--- src/uart_params.svh ---
`ifndef UART_PARAMS_SVH
`define UART_PARAMS_SVH

//************************************************************
// Line timing
//************************************************************
`define SYSCLK_RATE 25000000 // System clock in Hz
`define BAUD_RATE 1562500 // Serial line rate in bit/s

// Whole clocks per bit, no fractional part
`define CLKS_PER_BIT (`SYSCLK_RATE / `BAUD_RATE)

//************************************************************
// Frame format
//************************************************************
`define DATA_BITS 8 // LSB sent first
`define STOP_BITS 1 // 1 or 2

//************************************************************
// Buffering and self test
//************************************************************
`define FIFO_ADDR_BITS 4 // Depth is 2**FIFO_ADDR_BITS
`define FIFO_RTS_LEVEL 12 // RTS drops at this fill count
`define BIST_BYTES 16 // Pattern bytes per self test run

`endif

--- src/uartLinePkg.sv ---
`include "uart_params.svh"

// Serial line types shared by receiver, transmitter and top level
package uartLinePkg;

	// One character on the wire
	typedef logic [`DATA_BITS-1:0] uartData;

	// Data and stop bit index within a frame
	typedef logic [3:0] bitCount;

	// Receiver FSM
	typedef enum logic [1:0] {
		RX_IDLE, // Waiting for falling edge
		RX_START, // Start bit qualify at mid-bit
		RX_DATA, // Data bits, LSB first
		RX_STOP // Stop bit check
	} rxState;

	// Transmitter FSM
	typedef enum logic [1:0] {
		TX_IDLE,
		TX_START, // Line driven low
		TX_DATA,
		TX_STOP // Line driven high
	} txState;

endpackage

--- src/uartTestPkg.sv ---
`include "uart_params.svh"

// Types for the receive buffer and the self test sequencer
package uartTestPkg;

	// Read and write addresses into the receive FIFO
	typedef logic [`FIFO_ADDR_BITS-1:0] fifoPtr;

	// Fill level, extra bit so that full is representable
	typedef logic [`FIFO_ADDR_BITS:0] fifoCount;

	// BIST sequencer
	typedef enum logic [1:0] {
		BIST_IDLE,
		BIST_SEND, // Offer pattern byte to the transmitter
		BIST_WAIT, // Wait for looped back byte or timeout
		BIST_DONE // One cycle to release the loopback
	} bistState;

endpackage

--- src/baudTimer.sv ---
`timescale 1ns/1ps
`include "uart_params.svh"

// Bit period counter on sysClk
// Gives one-cycle strobes at the middle and at the end of each bit
module baudTimer (
	input  logic sysClk,
	input  logic reset,
	input  logic restart, // Realign to a new bit boundary
	output logic midBit,
	output logic endBit
);

	localparam int CNT_W = $clog2(`CLKS_PER_BIT);
	localparam int LAST = `CLKS_PER_BIT - 1;
	localparam int HALF = (`CLKS_PER_BIT / 2) - 1; // Early by one to offset rx sync delay

	logic [CNT_W-1:0] count;

	//************************************************************
	// Counter, wraps every CLKS_PER_BIT cycles
	//************************************************************
	always_ff @(posedge sysClk) begin
		if (reset) begin
			count <= '0;
		end else if (restart) begin
			count <= '0; // Bit starts on the next cycle
		end else if (count == CNT_W'(LAST)) begin
			count <= '0;
		end else begin
			count <= count + 1'b1;
		end
	end

	// Strobes decoded from the registered count
	assign midBit = (count == CNT_W'(HALF));
	assign endBit = (count == CNT_W'(LAST)); // Last cycle of the bit

endmodule

--- src/uartReceiver.sv ---
`timescale 1ns/1ps
`include "uart_params.svh"

// Serial receiver
// Falling edge starts a frame, every bit sampled at mid-bit
module uartReceiver import uartLinePkg::*; (
	input  logic    sysClk,
	input  logic    reset,
	input  logic    rx, // Asynchronous serial input
	output logic    byteValid, // One cycle per good frame
	output uartData byteData,
	output logic    rxError // One cycle per bad stop bit
);

	rxState  state;
	bitCount bitIdx; // Data bit, then stop bit index
	uartData shiftReg;
	logic    rxMeta;
	logic    rxSync;
	logic    rxPrev; // For edge detect
	logic    frameOk; // Cleared by any 0 stop bit
	logic    startEdge;
	logic    midBit;

	//************************************************************
	// Input synchronizer and start edge
	//************************************************************
	always_ff @(posedge sysClk) begin
		if (reset) begin
			rxMeta <= 1'b1; // Idle line is high
			rxSync <= 1'b1;
			rxPrev <= 1'b1;
		end else begin
			rxMeta <= rx;
			rxSync <= rxMeta;
			rxPrev <= rxSync;
		end
	end

	assign startEdge = (state == RX_IDLE) && rxPrev && !rxSync;

	baudTimer bitTimer (
		.sysClk,
		.reset,
		.restart(startEdge), // Align bit period to the start edge
		.midBit,
		.endBit() // Receiver works on mid-bit samples only
	);

	//************************************************************
	// Receive FSM
	//************************************************************
	always_ff @(posedge sysClk) begin
		if (reset) begin
			state <= RX_IDLE;
			bitIdx <= '0;
			frameOk <= 1'b0;
			byteValid <= 1'b0;
			rxError <= 1'b0;
		end else begin
			byteValid <= 1'b0; // Pulses by default
			rxError <= 1'b0;
			case (state)
				RX_IDLE: begin
					if (startEdge)
						state <= RX_START;
				end
				RX_START: begin
					if (midBit) begin
						bitIdx <= '0;
						state <= rxSync ? RX_IDLE : RX_DATA; // High again means glitch
					end
				end
				RX_DATA: begin
					if (midBit) begin
						if (bitIdx == bitCount'(`DATA_BITS - 1)) begin
							bitIdx <= '0;
							frameOk <= 1'b1;
							state <= RX_STOP;
						end else begin
							bitIdx <= bitIdx + 1'b1;
						end
					end
				end
				RX_STOP: begin
					if (midBit) begin
						if (bitIdx == bitCount'(`STOP_BITS - 1)) begin
							byteValid <= frameOk && rxSync;
							rxError <= !(frameOk && rxSync); // Byte dropped
							state <= RX_IDLE;
						end else begin
							frameOk <= frameOk && rxSync;
							bitIdx <= bitIdx + 1'b1;
						end
					end
				end
				default: state <= RX_IDLE;
			endcase
		end
	end

	// Data shift, LSB arrives first so shift right
	always_ff @(posedge sysClk) begin
		if (state == RX_DATA && midBit)
			shiftReg <= {rxSync, shiftReg[`DATA_BITS-1:1]};
	end

	assign byteData = shiftReg; // Stable until the next frame

endmodule

--- src/uartTransmitter.sv ---
`timescale 1ns/1ps
`include "uart_params.svh"

// Serial transmitter with CTS gating
// Byte taken on valid/ready, frame starts once CTS is high
module uartTransmitter import uartLinePkg::*; (
	input  logic    sysClk,
	input  logic    reset,
	input  logic    txValid,
	input  uartData txData,
	output logic    txReady,
	input  logic    cts, // Peer ready to receive
	output logic    tx
);

	txState  state;
	bitCount bitIdx;
	uartData shiftReg;
	logic    pending; // Byte held, waiting for CTS
	logic    accept;
	logic    launch;
	logic    endBit;

	assign txReady = (state == TX_IDLE) && !pending;
	assign accept = txValid && txReady;
	assign launch = (state == TX_IDLE) && (accept || pending) && cts;

	baudTimer bitTimer (
		.sysClk,
		.reset,
		.restart(launch), // Start bit begins in the next cycle
		.midBit(), // Not needed on the transmit side
		.endBit
	);

	//************************************************************
	// Transmit FSM, registered line output
	//************************************************************
	always_ff @(posedge sysClk) begin
		if (reset) begin
			state <= TX_IDLE;
			bitIdx <= '0;
			pending <= 1'b0;
			tx <= 1'b1; // Line idles high
		end else begin
			case (state)
				TX_IDLE: begin
					if (launch) begin
						pending <= 1'b0;
						tx <= 1'b0; // Start bit
						state <= TX_START;
					end else if (accept) begin
						pending <= 1'b1; // CTS low, hold the byte
					end
				end
				TX_START: begin
					if (endBit) begin
						bitIdx <= '0;
						tx <= shiftReg[0];
						state <= TX_DATA;
					end
				end
				TX_DATA: begin
					if (endBit) begin
						if (bitIdx == bitCount'(`DATA_BITS - 1)) begin
							bitIdx <= '0;
							tx <= 1'b1; // First stop bit
							state <= TX_STOP;
						end else begin
							bitIdx <= bitIdx + 1'b1;
							tx <= shiftReg[0];
						end
					end
				end
				TX_STOP: begin
					if (endBit) begin
						if (bitIdx == bitCount'(`STOP_BITS - 1))
							state <= TX_IDLE;
						else
							bitIdx <= bitIdx + 1'b1;
					end
				end
				default: state <= TX_IDLE;
			endcase
		end
	end

	// Payload, loaded on handshake then shifted out LSB first
	always_ff @(posedge sysClk) begin
		if (accept)
			shiftReg <= txData;
		else if (endBit && (state == TX_START || state == TX_DATA))
			shiftReg <= shiftReg >> 1;
	end

endmodule

--- src/rxFifo.sv ---
`timescale 1ns/1ps
`include "uart_params.svh"

// Receive buffer, circular, show-ahead read port
module rxFifo import uartLinePkg::*, uartTestPkg::*; (
	input  logic    sysClk,
	input  logic    reset,
	input  logic    writeValid, // From receiver byte pulse
	input  uartData writeData,
	input  logic    bistMode, // Loopback bytes stay out of the buffer
	input  logic    rxReady,
	output logic    rxValid,
	output uartData rxData, // Head entry
	output logic    fifoFull,
	output logic    fifoOverflow,
	output logic    rts
);

	localparam int DEPTH = 2 ** `FIFO_ADDR_BITS;

	uartData  mem [DEPTH];
	fifoPtr   wrPtr;
	fifoPtr   rdPtr;
	fifoCount count;
	logic     writeReq;
	logic     doWrite;
	logic     popReq;

	assign writeReq = writeValid && !bistMode;
	assign popReq = rxValid && rxReady;
	assign doWrite = writeReq && (!fifoFull || popReq); // Pop frees a slot this edge

	assign rxValid = (count != '0);
	assign fifoFull = (count == fifoCount'(DEPTH));
	assign rts = (count < fifoCount'(`FIFO_RTS_LEVEL)); // Ask peer to pause near full
	assign rxData = mem[rdPtr];

	always_ff @(posedge sysClk) begin
		if (reset) begin
			wrPtr <= '0;
			rdPtr <= '0;
			count <= '0;
			fifoOverflow <= 1'b0;
		end else begin
			fifoOverflow <= writeReq && !doWrite; // Byte lost
			if (doWrite)
				wrPtr <= wrPtr + 1'b1; // Wraps at depth
			if (popReq)
				rdPtr <= rdPtr + 1'b1;
			case ({doWrite, popReq})
				2'b10: count <= count + 1'b1;
				2'b01: count <= count - 1'b1;
				default: count <= count; // None, or both
			endcase
		end
	end

	always_ff @(posedge sysClk) begin
		if (doWrite)
			mem[wrPtr] <= writeData;
	end

endmodule

--- src/bistController.sv ---
`timescale 1ns/1ps
`include "uart_params.svh"

// Loopback self test
// Sends an LFSR sequence through the transmitter and checks what comes back
module bistController import uartLinePkg::*, uartTestPkg::*; (
	input  logic    sysClk,
	input  logic    reset,
	input  logic    bistStart, // One-cycle request
	input  logic    byteValid, // Receiver pulse
	input  uartData byteData,
	input  logic    txReady,
	output logic    bistTxValid,
	output uartData bistTxData,
	output logic    bistMode, // Selects loopback in the top level
	output logic    bistBusy,
	output logic    bistError // Sticky until next start
);

	localparam int CNT_W = $clog2(`BIST_BYTES) + 1;
	localparam int TIMEOUT = 2 * (1 + `DATA_BITS + `STOP_BITS) * `CLKS_PER_BIT; // Two frames
	localparam int TO_W = $clog2(TIMEOUT + 1);

	bistState         state;
	logic [7:0]       lfsr; // Pattern, also the expected byte
	logic [CNT_W-1:0] byteCnt;
	logic [TO_W-1:0]  waitCnt;
	logic             timedOut;
	logic             lastByte;

	assign bistTxValid = (state == BIST_SEND);
	assign bistTxData = uartData'(lfsr); // Truncates for narrow frames
	assign bistBusy = (state != BIST_IDLE);
	assign bistMode = (state != BIST_IDLE);
	assign timedOut = (waitCnt == TO_W'(TIMEOUT));
	assign lastByte = (byteCnt == CNT_W'(`BIST_BYTES - 1));

	//************************************************************
	// Test sequencer
	//************************************************************
	always_ff @(posedge sysClk) begin
		if (reset) begin
			state <= BIST_IDLE;
			lfsr <= 8'hA5;
			byteCnt <= '0;
			waitCnt <= '0;
			bistError <= 1'b0;
		end else begin
			case (state)
				BIST_IDLE: begin
					if (bistStart) begin
						lfsr <= 8'hA5; // Seed
						byteCnt <= '0;
						bistError <= 1'b0;
						state <= BIST_SEND;
					end
				end
				BIST_SEND: begin
					waitCnt <= '0;
					if (txReady)
						state <= BIST_WAIT; // Byte taken by transmitter
				end
				BIST_WAIT: begin
					if (byteValid || timedOut) begin
						if (!byteValid || byteData != uartData'(lfsr))
							bistError <= 1'b1; // Miscompare or no response
						lfsr <= {lfsr[6:0], lfsr[7] ^ lfsr[5] ^ lfsr[4] ^ lfsr[3]}; // x^8+x^6+x^5+x^4+1
						byteCnt <= byteCnt + 1'b1;
						state <= lastByte ? BIST_DONE : BIST_SEND;
					end else begin
						waitCnt <= waitCnt + 1'b1;
					end
				end
				BIST_DONE: state <= BIST_IDLE; // Drops busy and mode
				default: state <= BIST_IDLE;
			endcase
		end
	end

endmodule

--- src/uartCore.sv ---
`timescale 1ns/1ps

// UART top level, receiver, transmitter, receive FIFO and self test
module uartCore import uartLinePkg::*; (
	input  logic    sysClk,
	input  logic    reset,
	input  logic    rx,
	output logic    tx,
	input  logic    cts,
	output logic    rts,
	input  logic    txValid,
	input  uartData txData,
	output logic    txReady,
	output logic    rxValid,
	output uartData rxData,
	input  logic    rxReady,
	output logic    rxError,
	output logic    fifoFull,
	output logic    fifoOverflow,
	input  logic    bistStart,
	output logic    bistBusy,
	output logic    bistError
);

	logic    bistMode;
	logic    rxIn; // Receiver serial input after loopback mux
	logic    txOut; // Transmitter serial output
	logic    coreTxValid;
	uartData coreTxData;
	logic    coreTxReady;
	logic    bistTxValid;
	uartData bistTxData;
	logic    byteValid; // Good frame pulse, to FIFO and BIST
	uartData byteData;

	//************************************************************
	// Loopback and handshake muxes
	//************************************************************
	assign rxIn = bistMode ? txOut : rx;
	assign tx = bistMode ? 1'b1 : txOut; // External line idle during test
	assign coreTxValid = bistMode ? bistTxValid : txValid;
	assign coreTxData = bistMode ? bistTxData : txData;
	assign txReady = bistMode ? 1'b0 : coreTxReady; // Host locked out

	uartReceiver receiver (
		.sysClk, .reset, .rx(rxIn), .byteValid, .byteData, .rxError
	);

	uartTransmitter transmitter (
		.sysClk, .reset, .txValid(coreTxValid), .txData(coreTxData),
		.txReady(coreTxReady), .cts, .tx(txOut)
	);

	rxFifo receiveFifo (
		.sysClk, .reset, .writeValid(byteValid), .writeData(byteData), .bistMode,
		.rxReady, .rxValid, .rxData, .fifoFull, .fifoOverflow, .rts
	);

	bistController selfTest (
		.sysClk, .reset, .bistStart, .byteValid, .byteData, .txReady(coreTxReady),
		.bistTxValid, .bistTxData, .bistMode, .bistBusy, .bistError
	);

endmodule

--- config.mk ---
export PLATFORM = sky130hd
export DESIGN_NAME = uartCore
export DESIGN_NICKNAME = d
export VERILOG_FILES = /design/src/uartLinePkg.sv /design/src/uartTestPkg.sv /design/src/baudTimer.sv /design/src/uartReceiver.sv /design/src/uartTransmitter.sv /design/src/rxFifo.sv /design/src/bistController.sv /design/src/uartCore.sv
export VERILOG_INCLUDE_DIRS = /design/src
export SDC_FILE = /design/constraint.sdc
export NUM_CORES = 1
export LEC_CHECK = 0
export BUFFER_PORTS_ARGS = -buffer_cell sky130_fd_sc_hd__buf_4
export CORE_AREA = 2 2 129 131
export CTS_CLUSTER_DIAMETER = 50
export DETAILED_ROUTE_END_ITERATION = 12
export DIE_AREA = 0 0 131 133
export PLACE_DENSITY = 0.82
export SETUP_SLACK_MARGIN = 0.15
export SLEW_MARGIN = 20
export SYNTH_ARGS = -nofsm -noshare
export SYNTH_HDL_FRONTEND = slang
export SYNTH_SLANG_ARGS = --single-unit
export TNS_END_PERCENT = 100
--- constraint.sdc ---
create_clock -name sysClk -period 4.7 [get_ports sysClk]
set_clock_uncertainty 0.05 [all_clocks]
set_input_delay 0.94 -clock sysClk [delete_from_list [all_inputs] [get_ports sysClk]]
set_output_delay 0.94 -clock sysClk [all_outputs]
set_load 0.05 [all_outputs]
[Yosys cells after proc, flatten, opt, wreduce, memory -nomap -nowiden]
Memories as Yosys holds them, arrays and structs flattened. A register that Yosys moved wholly into a read port is not among the register bits.
Index checks and enable logic that the tools add are counted.
Cells by class
  add/subtract/negate cells: 10
  equality and inequality tests: 39
  reductions and logical operators: 55
  bitwise operators: 6
  order comparisons: 1
  mux-type cells: 68
Operator list (count)
  $mux W4: 12
  $mux W8: 5
  $mux W2: 17
  $add A4 B1 Y4 const B: 6
  $ne A2 B1 Y1 const B: 12
  $pmux W2 S4: 3
  $pmux W4 S3: 2
  $pmux W5 S2: 2
  $mux W1: 19
  $pmux W9 S2: 1
  $pmux W8 S2: 1
  $reduce_and A5 Y1: 3
  $eq A2 B2 Y1 const B: 7
  $ne A2 B2 Y1 const B: 7
  $reduce_bool A2 Y1: 7
  $logic_and A1 B1 Y1: 13
  $eq A4 B3 Y1 const B: 3
  $reduce_and A6 Y1: 2
  $add A5 B1 Y5 const B: 2
  $mux W5: 2
  $add A9 B1 Y9 const B: 1
  $eq A9 B9 Y1 const B: 1
  $mux W9: 1
  $reduce_bool A3 Y1: 3
  21 further kinds: 47
Word-level totals
  logic and storage cells: 205
  bits of input ports: 15
  bits in writable memories: 128
  register bits: 83
  output and inout bits: 17
  memories kept: 1
Memory list
  receiveFifo.mem: words 16, bits a word 8, read ports 1, clocked after Yosys merged registers in 1, write ports 1, RTL line rxFifo.sv:21  | uartData mem [DEPTH];

[Logic depth before layout (Yosys ltp)]
Gate-level depths: netlist (run 1).
  depth in word-level cells: 8
  mapped depth: 14
  depth with buffers taken out: 10

[Cells and area by module]
From an unflattened synthesis (run 1), not the netlist that was laid out.
Second synthesis, totals
  cells, all modules: 696
  area total of the unflattened synthesis: 9664.3 um^2
By module, submodules not included
  rxFifo: area each 5919.4 um^2, times used 1, cells each 323, seq. area each 4204.0 um^2
  bistController: area each 1413.9 um^2, times used 1, cells each 162, seq. area each 500.5 um^2
  uartTransmitter: area each 930.9 um^2, times used 1, cells each 85, seq. area each 400.4 um^2
  uartReceiver: area each 870.8 um^2, times used 1, cells each 79, seq. area each 480.5 um^2
  baudTimer: area each 180.2 um^2, times used 2, cells each 17, seq. area each 80.1 um^2
  uartCore: area each 168.9 um^2, times used 1, cells each 13, seq. area each 0.0 um^2

[Worst setup path after synthesis (run 1)]
OpenSTA, ideal clock, no wires.
  kind: reg2reg
  start: register receiveFifo.count[2]
  end: register receiveFifo.count[4]
  data arrival time: 3137 ps
  setup time: 63 ps
  buffers on the path: 4
  slack: 1451 ps
  period minus slack after synthesis: 3249 ps
  cell stages (with the launch flop): 15
  data required time: 4587 ps
  cells stage by stage: dfxtp_1 > buf_6 > or4_4 > buf_6 > o31a_1 > buf_6 > inv_1 > ha_1 > buf_2 > xor2_1 > ha_1 > a21oi_1 > a221oi_1 > or4b_2 > nand3_1
On the way
  cells in the longest elaborated chain, start to end: 6
  elaborated cells on any way between the ends: 12
  classes of those cells: add/sub (2); eq/ne (3); mux (1); reduce/logical (6)
Ends and longest elaborated chain
  start, declared: RTL line rxFifo.sv:24  | fifoCount count;
  start signal, assigned: RTL line rxFifo.sv:51  | 2'b10: count <= count + 1'b1;
  start signal, assigned: RTL line rxFifo.sv:52  | 2'b01: count <= count - 1'b1;
  start signal, assigned: RTL line rxFifo.sv:53  | default: count <= count;
  $eq A5 B5 Y1 / $reduce_bool A5 Y1 (equally long branches): RTL line rxFifo.sv:34, rxFifo.sv:33
  $logic_not A1 Y1 / $logic_and A1 B1 Y1 (equally long branches): RTL line rxFifo.sv:31, rxFifo.sv:30
  $logic_or A1 B1 Y1: RTL line rxFifo.sv:31  | assign doWrite = writeReq && (!fifoFull || popReq);
  $logic_and A1 B1 Y1: RTL line rxFifo.sv:31
  $eq A2 B1 Y1 / $eq A2 B2 Y1 (equally long branches): RTL line rxFifo.sv:50  | case ({doWrite, popReq})
  $pmux W5 S2 / $reduce_bool A2 Y1 (equally long branches)
Several ways; a longest one is shown, not always the timed one.
A chain may end at the register's enable or synchronous reset.

==> results of run 1 <==
worst reg2reg max path, stage by stage (launching register included):
cell and delay [ns]:
dfxtp_1 0.51, nor3b_1 0.54, o31a_1 0.42, inv_1 0.11, ha_1 0.31, xor2_1 0.21, ha_1 0.20, a21oi_1 0.08
a221oi_1 0.36, or4b_2 0.62, nand3_1 0.10
how the worst min path moves through the flow:
| stage | slack [ns] | depth (start not counted) | end |
|---|---|---|---|
| after detailed placement | 0.35 | 1 | receiver.rxSync |
| after global routing | 0.39 | 1 | receiver.rxSync |
| after global placement | 0.35 | 1 | receiver.rxSync |
| after CTS | 0.37 | 1 | receiver.rxSync |
| final | 0.37 | 1 | receiver.rxSync |
| after floorplan | 0.34 | 1 | receiver.rxSync |
layout by cell type, fill, tap and decap left out, types with 6 or more instances in the layout:
cell	count
xor2_1	9
xnor2_1	13
nand2b_1	7
edfxtp_1	144
nand3_1	16
nor3_1	16
nand4b_1	6
o21ai_0	14
inv_1	30
nor2b_1	12
clkbuf_16	23
mux4_2	32
mux2i_1	20
buf_4	38
nor2_1	58
a22oi_1	16
dfxtp_1	69
nand2_1	48
and3_1	7
nor3b_1	7
a21oi_1	26
ha_1	24
cell families (layout without fill, tap and decap cells):
| logic type | after synthesis | after routing |
|---|---|---|
| flip-flops | 215 | 215 |
| AO/OA/AOI/OAI | 116 | 116 |
| multiplexers | 54 | 54 |
| adder cells (fa/ha/maj) | 24 | 24 |
| buffers and inverters | 66 | 110 |
| AND/OR/NAND/NOR | 222 | 222 |
| XOR/XNOR | 22 | 22 |
sequential cells by signal, summed over array words and instances (netlist names), 5 cells and up, named ones only:
register / flops
receiveFifo.count: 5
receiveFifo.mem: 128
receiver.byteData: 8
selfTest.bistTxData: 8
selfTest.byteCnt: 5
selfTest.waitCnt: 9
transmitter.shiftReg: 8
metal layers:
layer  vias to the layer above  track usage, %  share of wire [%]
met4                         0            5.14                1.6
li1                       2785               -                  -
met3                        36            3.40                5.7
met5                         -               0                  0
met2                       183            39.6                 51
met1                      2990            30.1                 41
power by group:
group / internal, mW / total [mW] / switching, mW
clock: 1.03 / 1.77 / 0.737
sequential: 2.14 / 2.30 / 0.155
combinational: 0.627 / 1.50 / 0.874
total: 3.80 / 5.57 / 1.77
cell type report:
cell class                      instances  area [sq um]
Multi-Input combinational cell        438          3460
Timing Repair Buffer                   38           285
Inverter                               30           113
Clock buffer                           26           597
Fill cell                            1123          5550
Clock inverter                         16           148
Sequential cell                       215          5750
Tap cell                              220           275
==> results by group, run 1 <==
Run status
  • Status: finished clean

STA
  • Final worst slack: 1.04 ns
  • Final hold violation count: 0
  • Peak Freq: between 0.2 and 0.3 GHz
  • Least-Margin Pin Slew: ~0.85 ns
  • Setup TNS: 0 ns
  • Fin. max-slew vios: 0
  • Worst hold margin: 0.367 ns
  • Final setup fails: 0
  • Period utilization: between 70 and 80%
  • Final min period: about 3.7 ns
  • Relative slew margins: 42.9%
  • RSZ-0062 raised after global routing: false

CTS
  • Clock slew at reported path FFs: around 0.060 ns
  • Root Driver: clkbuf_16
  • CTS buffer count: 23
  • Max clock buf depth: 3
  • CTS tree: built
  • Clock sink total: ~220
  • CTS H-tree lvls: 1
  • Setup Fix Bufs, Post-CTS: 0
  • Clock latency on the worst-skew pair: approximately 0.5 ns
  • Hold buffers post-CTS: 0
  • Cells resized by post-CTS repair: 0

Global route
  • Initial antenna violation count: 0
  • Tot GR Track Use: a little under a quarter
  • First-pass GRT wire length: 30.9 mm
  • Overflow left after global routing: 0
  • Vias in the first global route: slightly above 6k
  • Largest net degree at the start of global routing: between 60 and 70

Synthesis
  • Synth top area cells: edfxtp_1 (46%), dfxtp_1 (15%), mux4_2 (7.6%)
  • Register bit count reported by yosys: 215
  • Seq/Total Area, Yosys: 60.6%
  • Post-synthesis simple-gate area fraction: 12.4%
  • Post-Syn Nets: 758
  • Multiplexer share of the synthesized area: roughly 10%
  • Synth Instances: about 700
  • Count leader, synth: edfxtp_1
  • Synth Area in Compound Gates: 8.86%
  • Yosys top cell by area: edfxtp_1
  • Largest family of logic cells by synthesized area: simple AND/OR/NAND/NOR gates
  • Synth cell types: 71
  • Ys flop type: edfxtp_1
  • Syn Area/Cell: about 13 sq um
  • Adder-cell share of the synthesized area: 3.17%
  • Area share of the largest cell type after synthesis: between 40% and 50%
  • Yosys warning total: 0
  • Post-synthesis xor/xnor area fraction: 2.03%
  • Synth top cells by count: edfxtp_1 (144), dfxtp_1 (71), nor2_1 (58)
  • Post-synth EDFFs: about 140
  • Post-synthesis async set-or-reset flop share: 0%
  • Cell area after synthesis: between 0.009 and 0.01 sq mm

Worst setup path
  • Crit-path max FO: 13
  • Slowest-stage cell, CP: dfxtp_2
  • Crit path capture: rxData[1]
  • Largest stage delay on the critical path: around 0.62 ns
  • Req. time, crit path: about 3.7 ns
  • Top Family by Delay on Critical Path: flip-flops
  • Worst R2R Path Depth: 10
  • Flop-to-flop setup slack: ~1.1 ns
  • Worst setup SP type: flop
  • CP dominant cell by count: buf_4
  • Critical path capture point type: output pin
  • Worst path bufs/invs: 2
  • Worst reg2reg startpoint: receiver.byteValid
  • Critical Setup Path Class: reg -> out
  • R2R Path End: receiveFifo.count[4]
  • Crit path arrival time: between 2 and 3 ns
  • Stages on worst setup path: 5
  • Cell Chain, Critical Path: buf_4, mux4_2, a22oi_1, nand2_1, buf_4

Floorplanning
  • Row cnt: 47
  • Die height: roughly 130 microns
  • Initial Util: between 50 and 60%
  • Die area: 0.0174 sq mm
  • Area of the core: ~0.016 sq mm
  • Io pins: 32
  • Die X-Extent: approximately 130 microns

Power and ir drop
  • Lkg Pwr: 3.63 nW
  • Final Power: about 5.6 mW
  • Max VDD drop: 0.000348 V
  • Cell Pwr Density: between 500 and 600 mW/mm^2

Place
  • Placed insts: about 940
  • Post-DP HPWL: 12.5 mm
  • Port-buffer cells: 31
  • Routability cong.: ~0.85
  • Placement Cell Area: between 0.009 and 0.01 sq mm
  • Place WS: approximately 1.1 ns

Routing
  • Routed Antenna Nets: 0
  • Vias per inst: a little over 6
  • Iter 0 DRT Violations: 560
  • WL/cell: 19.7 microns
  • Detailed Route WL: 19.3 mm
  • Pre-antenna DRT Iters: 7
  • DRC viols: 0
  • Via count: about 6.0k

Final layout
  • Layout cell share with drive strength beyond 1: approximately 17%
  • Nets@finish: between 700 and 800
  • Final core utilization: 65.7%
  • Synth-to-layout area growth: 12.1%
  • Final std cell area, no fill: 0.0106 sq mm
  • Non-filler cells, final: around 1000
  • Number of diodes: 0

Hold path
  • HP Class: reg -> reg
  • Hold Path Origin: receiver.rxMeta

Run
  • Max-Cap Viols: 0
No activity file was read; power rests on OpenSTA's default activity.
==> run 2: changes to the inputs <==
--- a/config.mk
+++ b/config.mk
@@ -7,11 +7,11 @@
 export NUM_CORES = 1
 export LEC_CHECK = 0
 export BUFFER_PORTS_ARGS = -buffer_cell sky130_fd_sc_hd__buf_4
-export CORE_AREA = 2 2 129 131
+export CORE_AREA = 2 2 134 136
 export CTS_CLUSTER_DIAMETER = 50
 export DETAILED_ROUTE_END_ITERATION = 12
-export DIE_AREA = 0 0 131 133
-export PLACE_DENSITY = 0.82
+export DIE_AREA = 0 0 136 138
+export PLACE_DENSITY = 0.8
 export SETUP_SLACK_MARGIN = 0.15
 export SLEW_MARGIN = 20
 export SYNTH_ARGS = -nofsm -noshare
==> constraint.sdc (replaced) <==
create_clock -name sysClk -period 3.09 [get_ports sysClk]
set_clock_uncertainty 0.05 [all_clocks]
set_input_delay 0.618 -clock sysClk [delete_from_list [all_inputs] [get_ports sysClk]]
set_output_delay 0.618 -clock sysClk [all_outputs]
set_load 0.05 [all_outputs]
==> run 2 against run 1 <==
Against the previous run: wire length rose by 0.46%; largest cell class unchanged; global-route usage fell by 1.3 points; combinational power rose by 65%; worst setup slack got worse by 0.89 ns.
==> results by group, run 2 (synthesized netlist as in run 1, its figures left out) <==
Run status
  • Status: finished clean (unchanged)

Place
  • Port-buffer cells: 31 (unchanged)
  • Routability cong.: 0.873 (was 0.853)
  • Post-DP HPWL: 12.9 mm (was 12.5 mm)

STA
  • Fin. max-slew vios: 0 (unchanged)
  • Final hold violation count: 0 (unchanged)
  • Final min period: a little under 3 ns
  • Relative slew margins: 39.7% (was 42.9%)
  • Period utilization: between 90% and 100%
  • RSZ-0062 raised after global routing: true (was false)
  • Setup TNS: 0 ns (unchanged)
  • Least-Margin Pin Slew: 0.901 ns (was 0.855 ns)
  • Peak Freq: between 0.3 and 0.4 GHz
  • Worst hold margin: 0.269 ns (was 0.367 ns)
  • Final setup fails: 0 (unchanged)

CTS
  • Root Driver: clkbuf_16 (unchanged)
  • Clock slew at reported path FFs: 0.06 ns (about the same)
  • Hold buffers post-CTS: 0 (unchanged)
  • Clock sink total: 215 (unchanged)
  • Clock latency on the worst-skew pair: 0.51 ns (was 0.50 ns)
  • Max clock buf depth: 3 (unchanged)
  • CTS tree: built (unchanged)
  • CTS buffer count: 23 (unchanged)
  • CTS H-tree lvls: 1 (unchanged)

Worst setup path
  • Crit path launch: receiveFifo.count[0]
  • Crit path capture: receiveFifo.count[4] (was rxData[1])
  • Critical Setup Path Class: reg -> reg (was reg -> out)
  • Crit-path max FO: 10 (was 13)
  • Flop-to-flop setup slack: 0.15 ns (was 1.14 ns)
  • R2R Path End: receiveFifo.count[4] (unchanged)
  • Worst R2R Path Depth: 10 (unchanged)
  • Critical path capture point type: flop (was output pin)
  • Crit path arrival time: 3.33 ns (was 2.67 ns)
  • Req. time, crit path: 3.48 ns (was 3.71 ns)
  • Worst reg2reg startpoint: receiveFifo.count[0] (was receiver.byteValid)
  • Worst setup SP type: flop (unchanged)

Floorplanning
  • Die X-Extent: 136 microns (was 131 microns)
  • Area of the core: 0.0175 sq mm (was 0.0162 sq mm)
  • Die height: 138 microns (was 133 microns)
  • Die area: 0.0188 sq mm (was 0.0174 sq mm)
  • Row cnt: 49 (was 47)
  • Io pins: 32 (unchanged)
  • Initial Util: 54.0% (was 58.6%)

Run
  • Max-Cap Viols: 0 (unchanged)

Final layout
  • Final core utilization: 61.6% (was 65.7%)
  • Layout cell share with drive strength beyond 1: 19.1% (was 16.8%)
  • Most frequent cells in the layout: edfxtp_1 (144), dfxtp_1 (67), nor2_1 (58) (was edfxtp_1 (144), dfxtp_1 (69), nor2_1 (58))
  • Most flops, register: receiveFifo.mem (unchanged)
  • Number of flip-flops in the largest register: 128 (unchanged)
  • Synth-to-layout area growth: 13.9% (was 12.1%)
  • Top flop regs: receiveFifo.mem: 128 flops, selfTest.waitCnt: 9 flops (unchanged)
  • Filler Cell Count: 1304 (was 1123)
  • Number of diodes: 0 (unchanged)
  • Nets@finish: 797 (was 785)
  • Most common cell after layout, fill and taps aside: edfxtp_1 (unchanged)

Power and ir drop
  • Cell Pwr Density: 793 mW/mm^2 (was 524 mW/mm^2)
  • Lkg Pwr: 3.71 nW (was 3.63 nW)
  • Max VDD drop: 0.000782 V (was 0.000348 V)
  • Final Power: 8.56 mW (was 5.57 mW)

Global route
  • Overflow left after global routing: 0 (unchanged)
  • Largest net degree at the start of global routing: 32 (was 61)
  • Vias in the first global route: 6123 (was 6037)
  • First-pass GRT wire length: 31.7 mm (was 30.9 mm)
  • Tot GR Track Use: 21.4% (was 22.7%)
  • Initial antenna violation count: 0 (unchanged)

Routing
  • DRC viols: 0 (unchanged)
  • Detailed Route WL: 19.4 mm (was 19.3 mm)
  • WL/cell: 19.3 microns (was 19.7 microns)
  • Pre-antenna DRT Iters: 5 (was 7)
  • Iter 0 DRT Violations: 418 (was 560)
  • Vias per inst: 5.96 (was 6.10)
  • Via count: 5982 (was 5994)
  • Routed Antenna Nets: 0 (unchanged)

Hold path
  • Hold Path Origin: cts (was receiver.rxMeta)
  • HP Class: in -> reg (was reg -> reg)
## run 2: changes by cell type in the layout (fill, tap and decap cells not counted), sizes merged
cell,delta
buf,+12
clkbuf,-3
clkinv,+2
clkinvlp,-1
inv,+1
## run 2: area by class of cell
type / count / area, sq um / share of cell area [%]
sequential: 215 / 5750 / 53.3
timing repair buffer: 50 / 408 / 3.78
clock buffer: 23 / 576 / 5.33
inverter: 30 / 115 / 1.07
clock inverter: 18 / 158 / 1.46
tap: 229 / 287 / 2.65
multi-input combinational: 438 / 3500 / 32.4
## run 2: per-stage QoR
| step | setup WS [ns] | cells | cell area (sq um) |
|---|---|---|---|
| finish | 0.153 | 1003 | 10800 |
| global route | 0.0728 | 1003 | 10800 |
| CTS | 0.105 | 1001 | 10800 |
| detailed placement | 0.179 | 960 | 10000 |
| global placement | 0.253 | 960 | 10000 |
| floorplan | 0.110 | 719 | 9520 |
## run 2: repair_timing
action                                  4_1_cts  5_1_grt
setup buffers                                 0        2
endpoints found under the setup margin        8        9
resized for setup                             4        3
cloned                                        0        0
## run 2: worst max-delay path, cell delays in order, from the launching register on
cell,delay [ns]
dfxtp_2,0.35
or4_4,0.60
o31a_1,0.35
inv_4,0.08
ha_4,0.19
xor2_1,0.16
ha_2,0.21
a21oi_2,0.05
a221oi_2,0.29
or4b_4,0.50
nand3_2,0.06
## run 2: worst min path at each step
stage,cells past startpoint,endpoint,slack [ns]
2_1_floorplan,1,receiver.rxSync,0.34
4_1_cts,2,transmitter.pending,0.25
5_1_grt,2,transmitter.pending,0.29
6_report,2,transmitter.pending,0.27
3_5_place_dp,1,receiver.rxSync,0.36
3_3_place_gp,1,receiver.rxSync,0.36
## run 2: per-layer routing
metal	vias up	global-route usage, %	wire, microns
li1	2806	-	-
met1	2965	26.9	7980
met2	176	37.6	10100
met3	35	3.04	849
met4	0	7.35	501
met5	-	0	0
## run 2: where the power goes
group,internal (mW),switching (mW)
Sequential,3.26,0.175
Combinational,1.04,1.43
Clock,1.54,1.10
Total,5.85,2.71
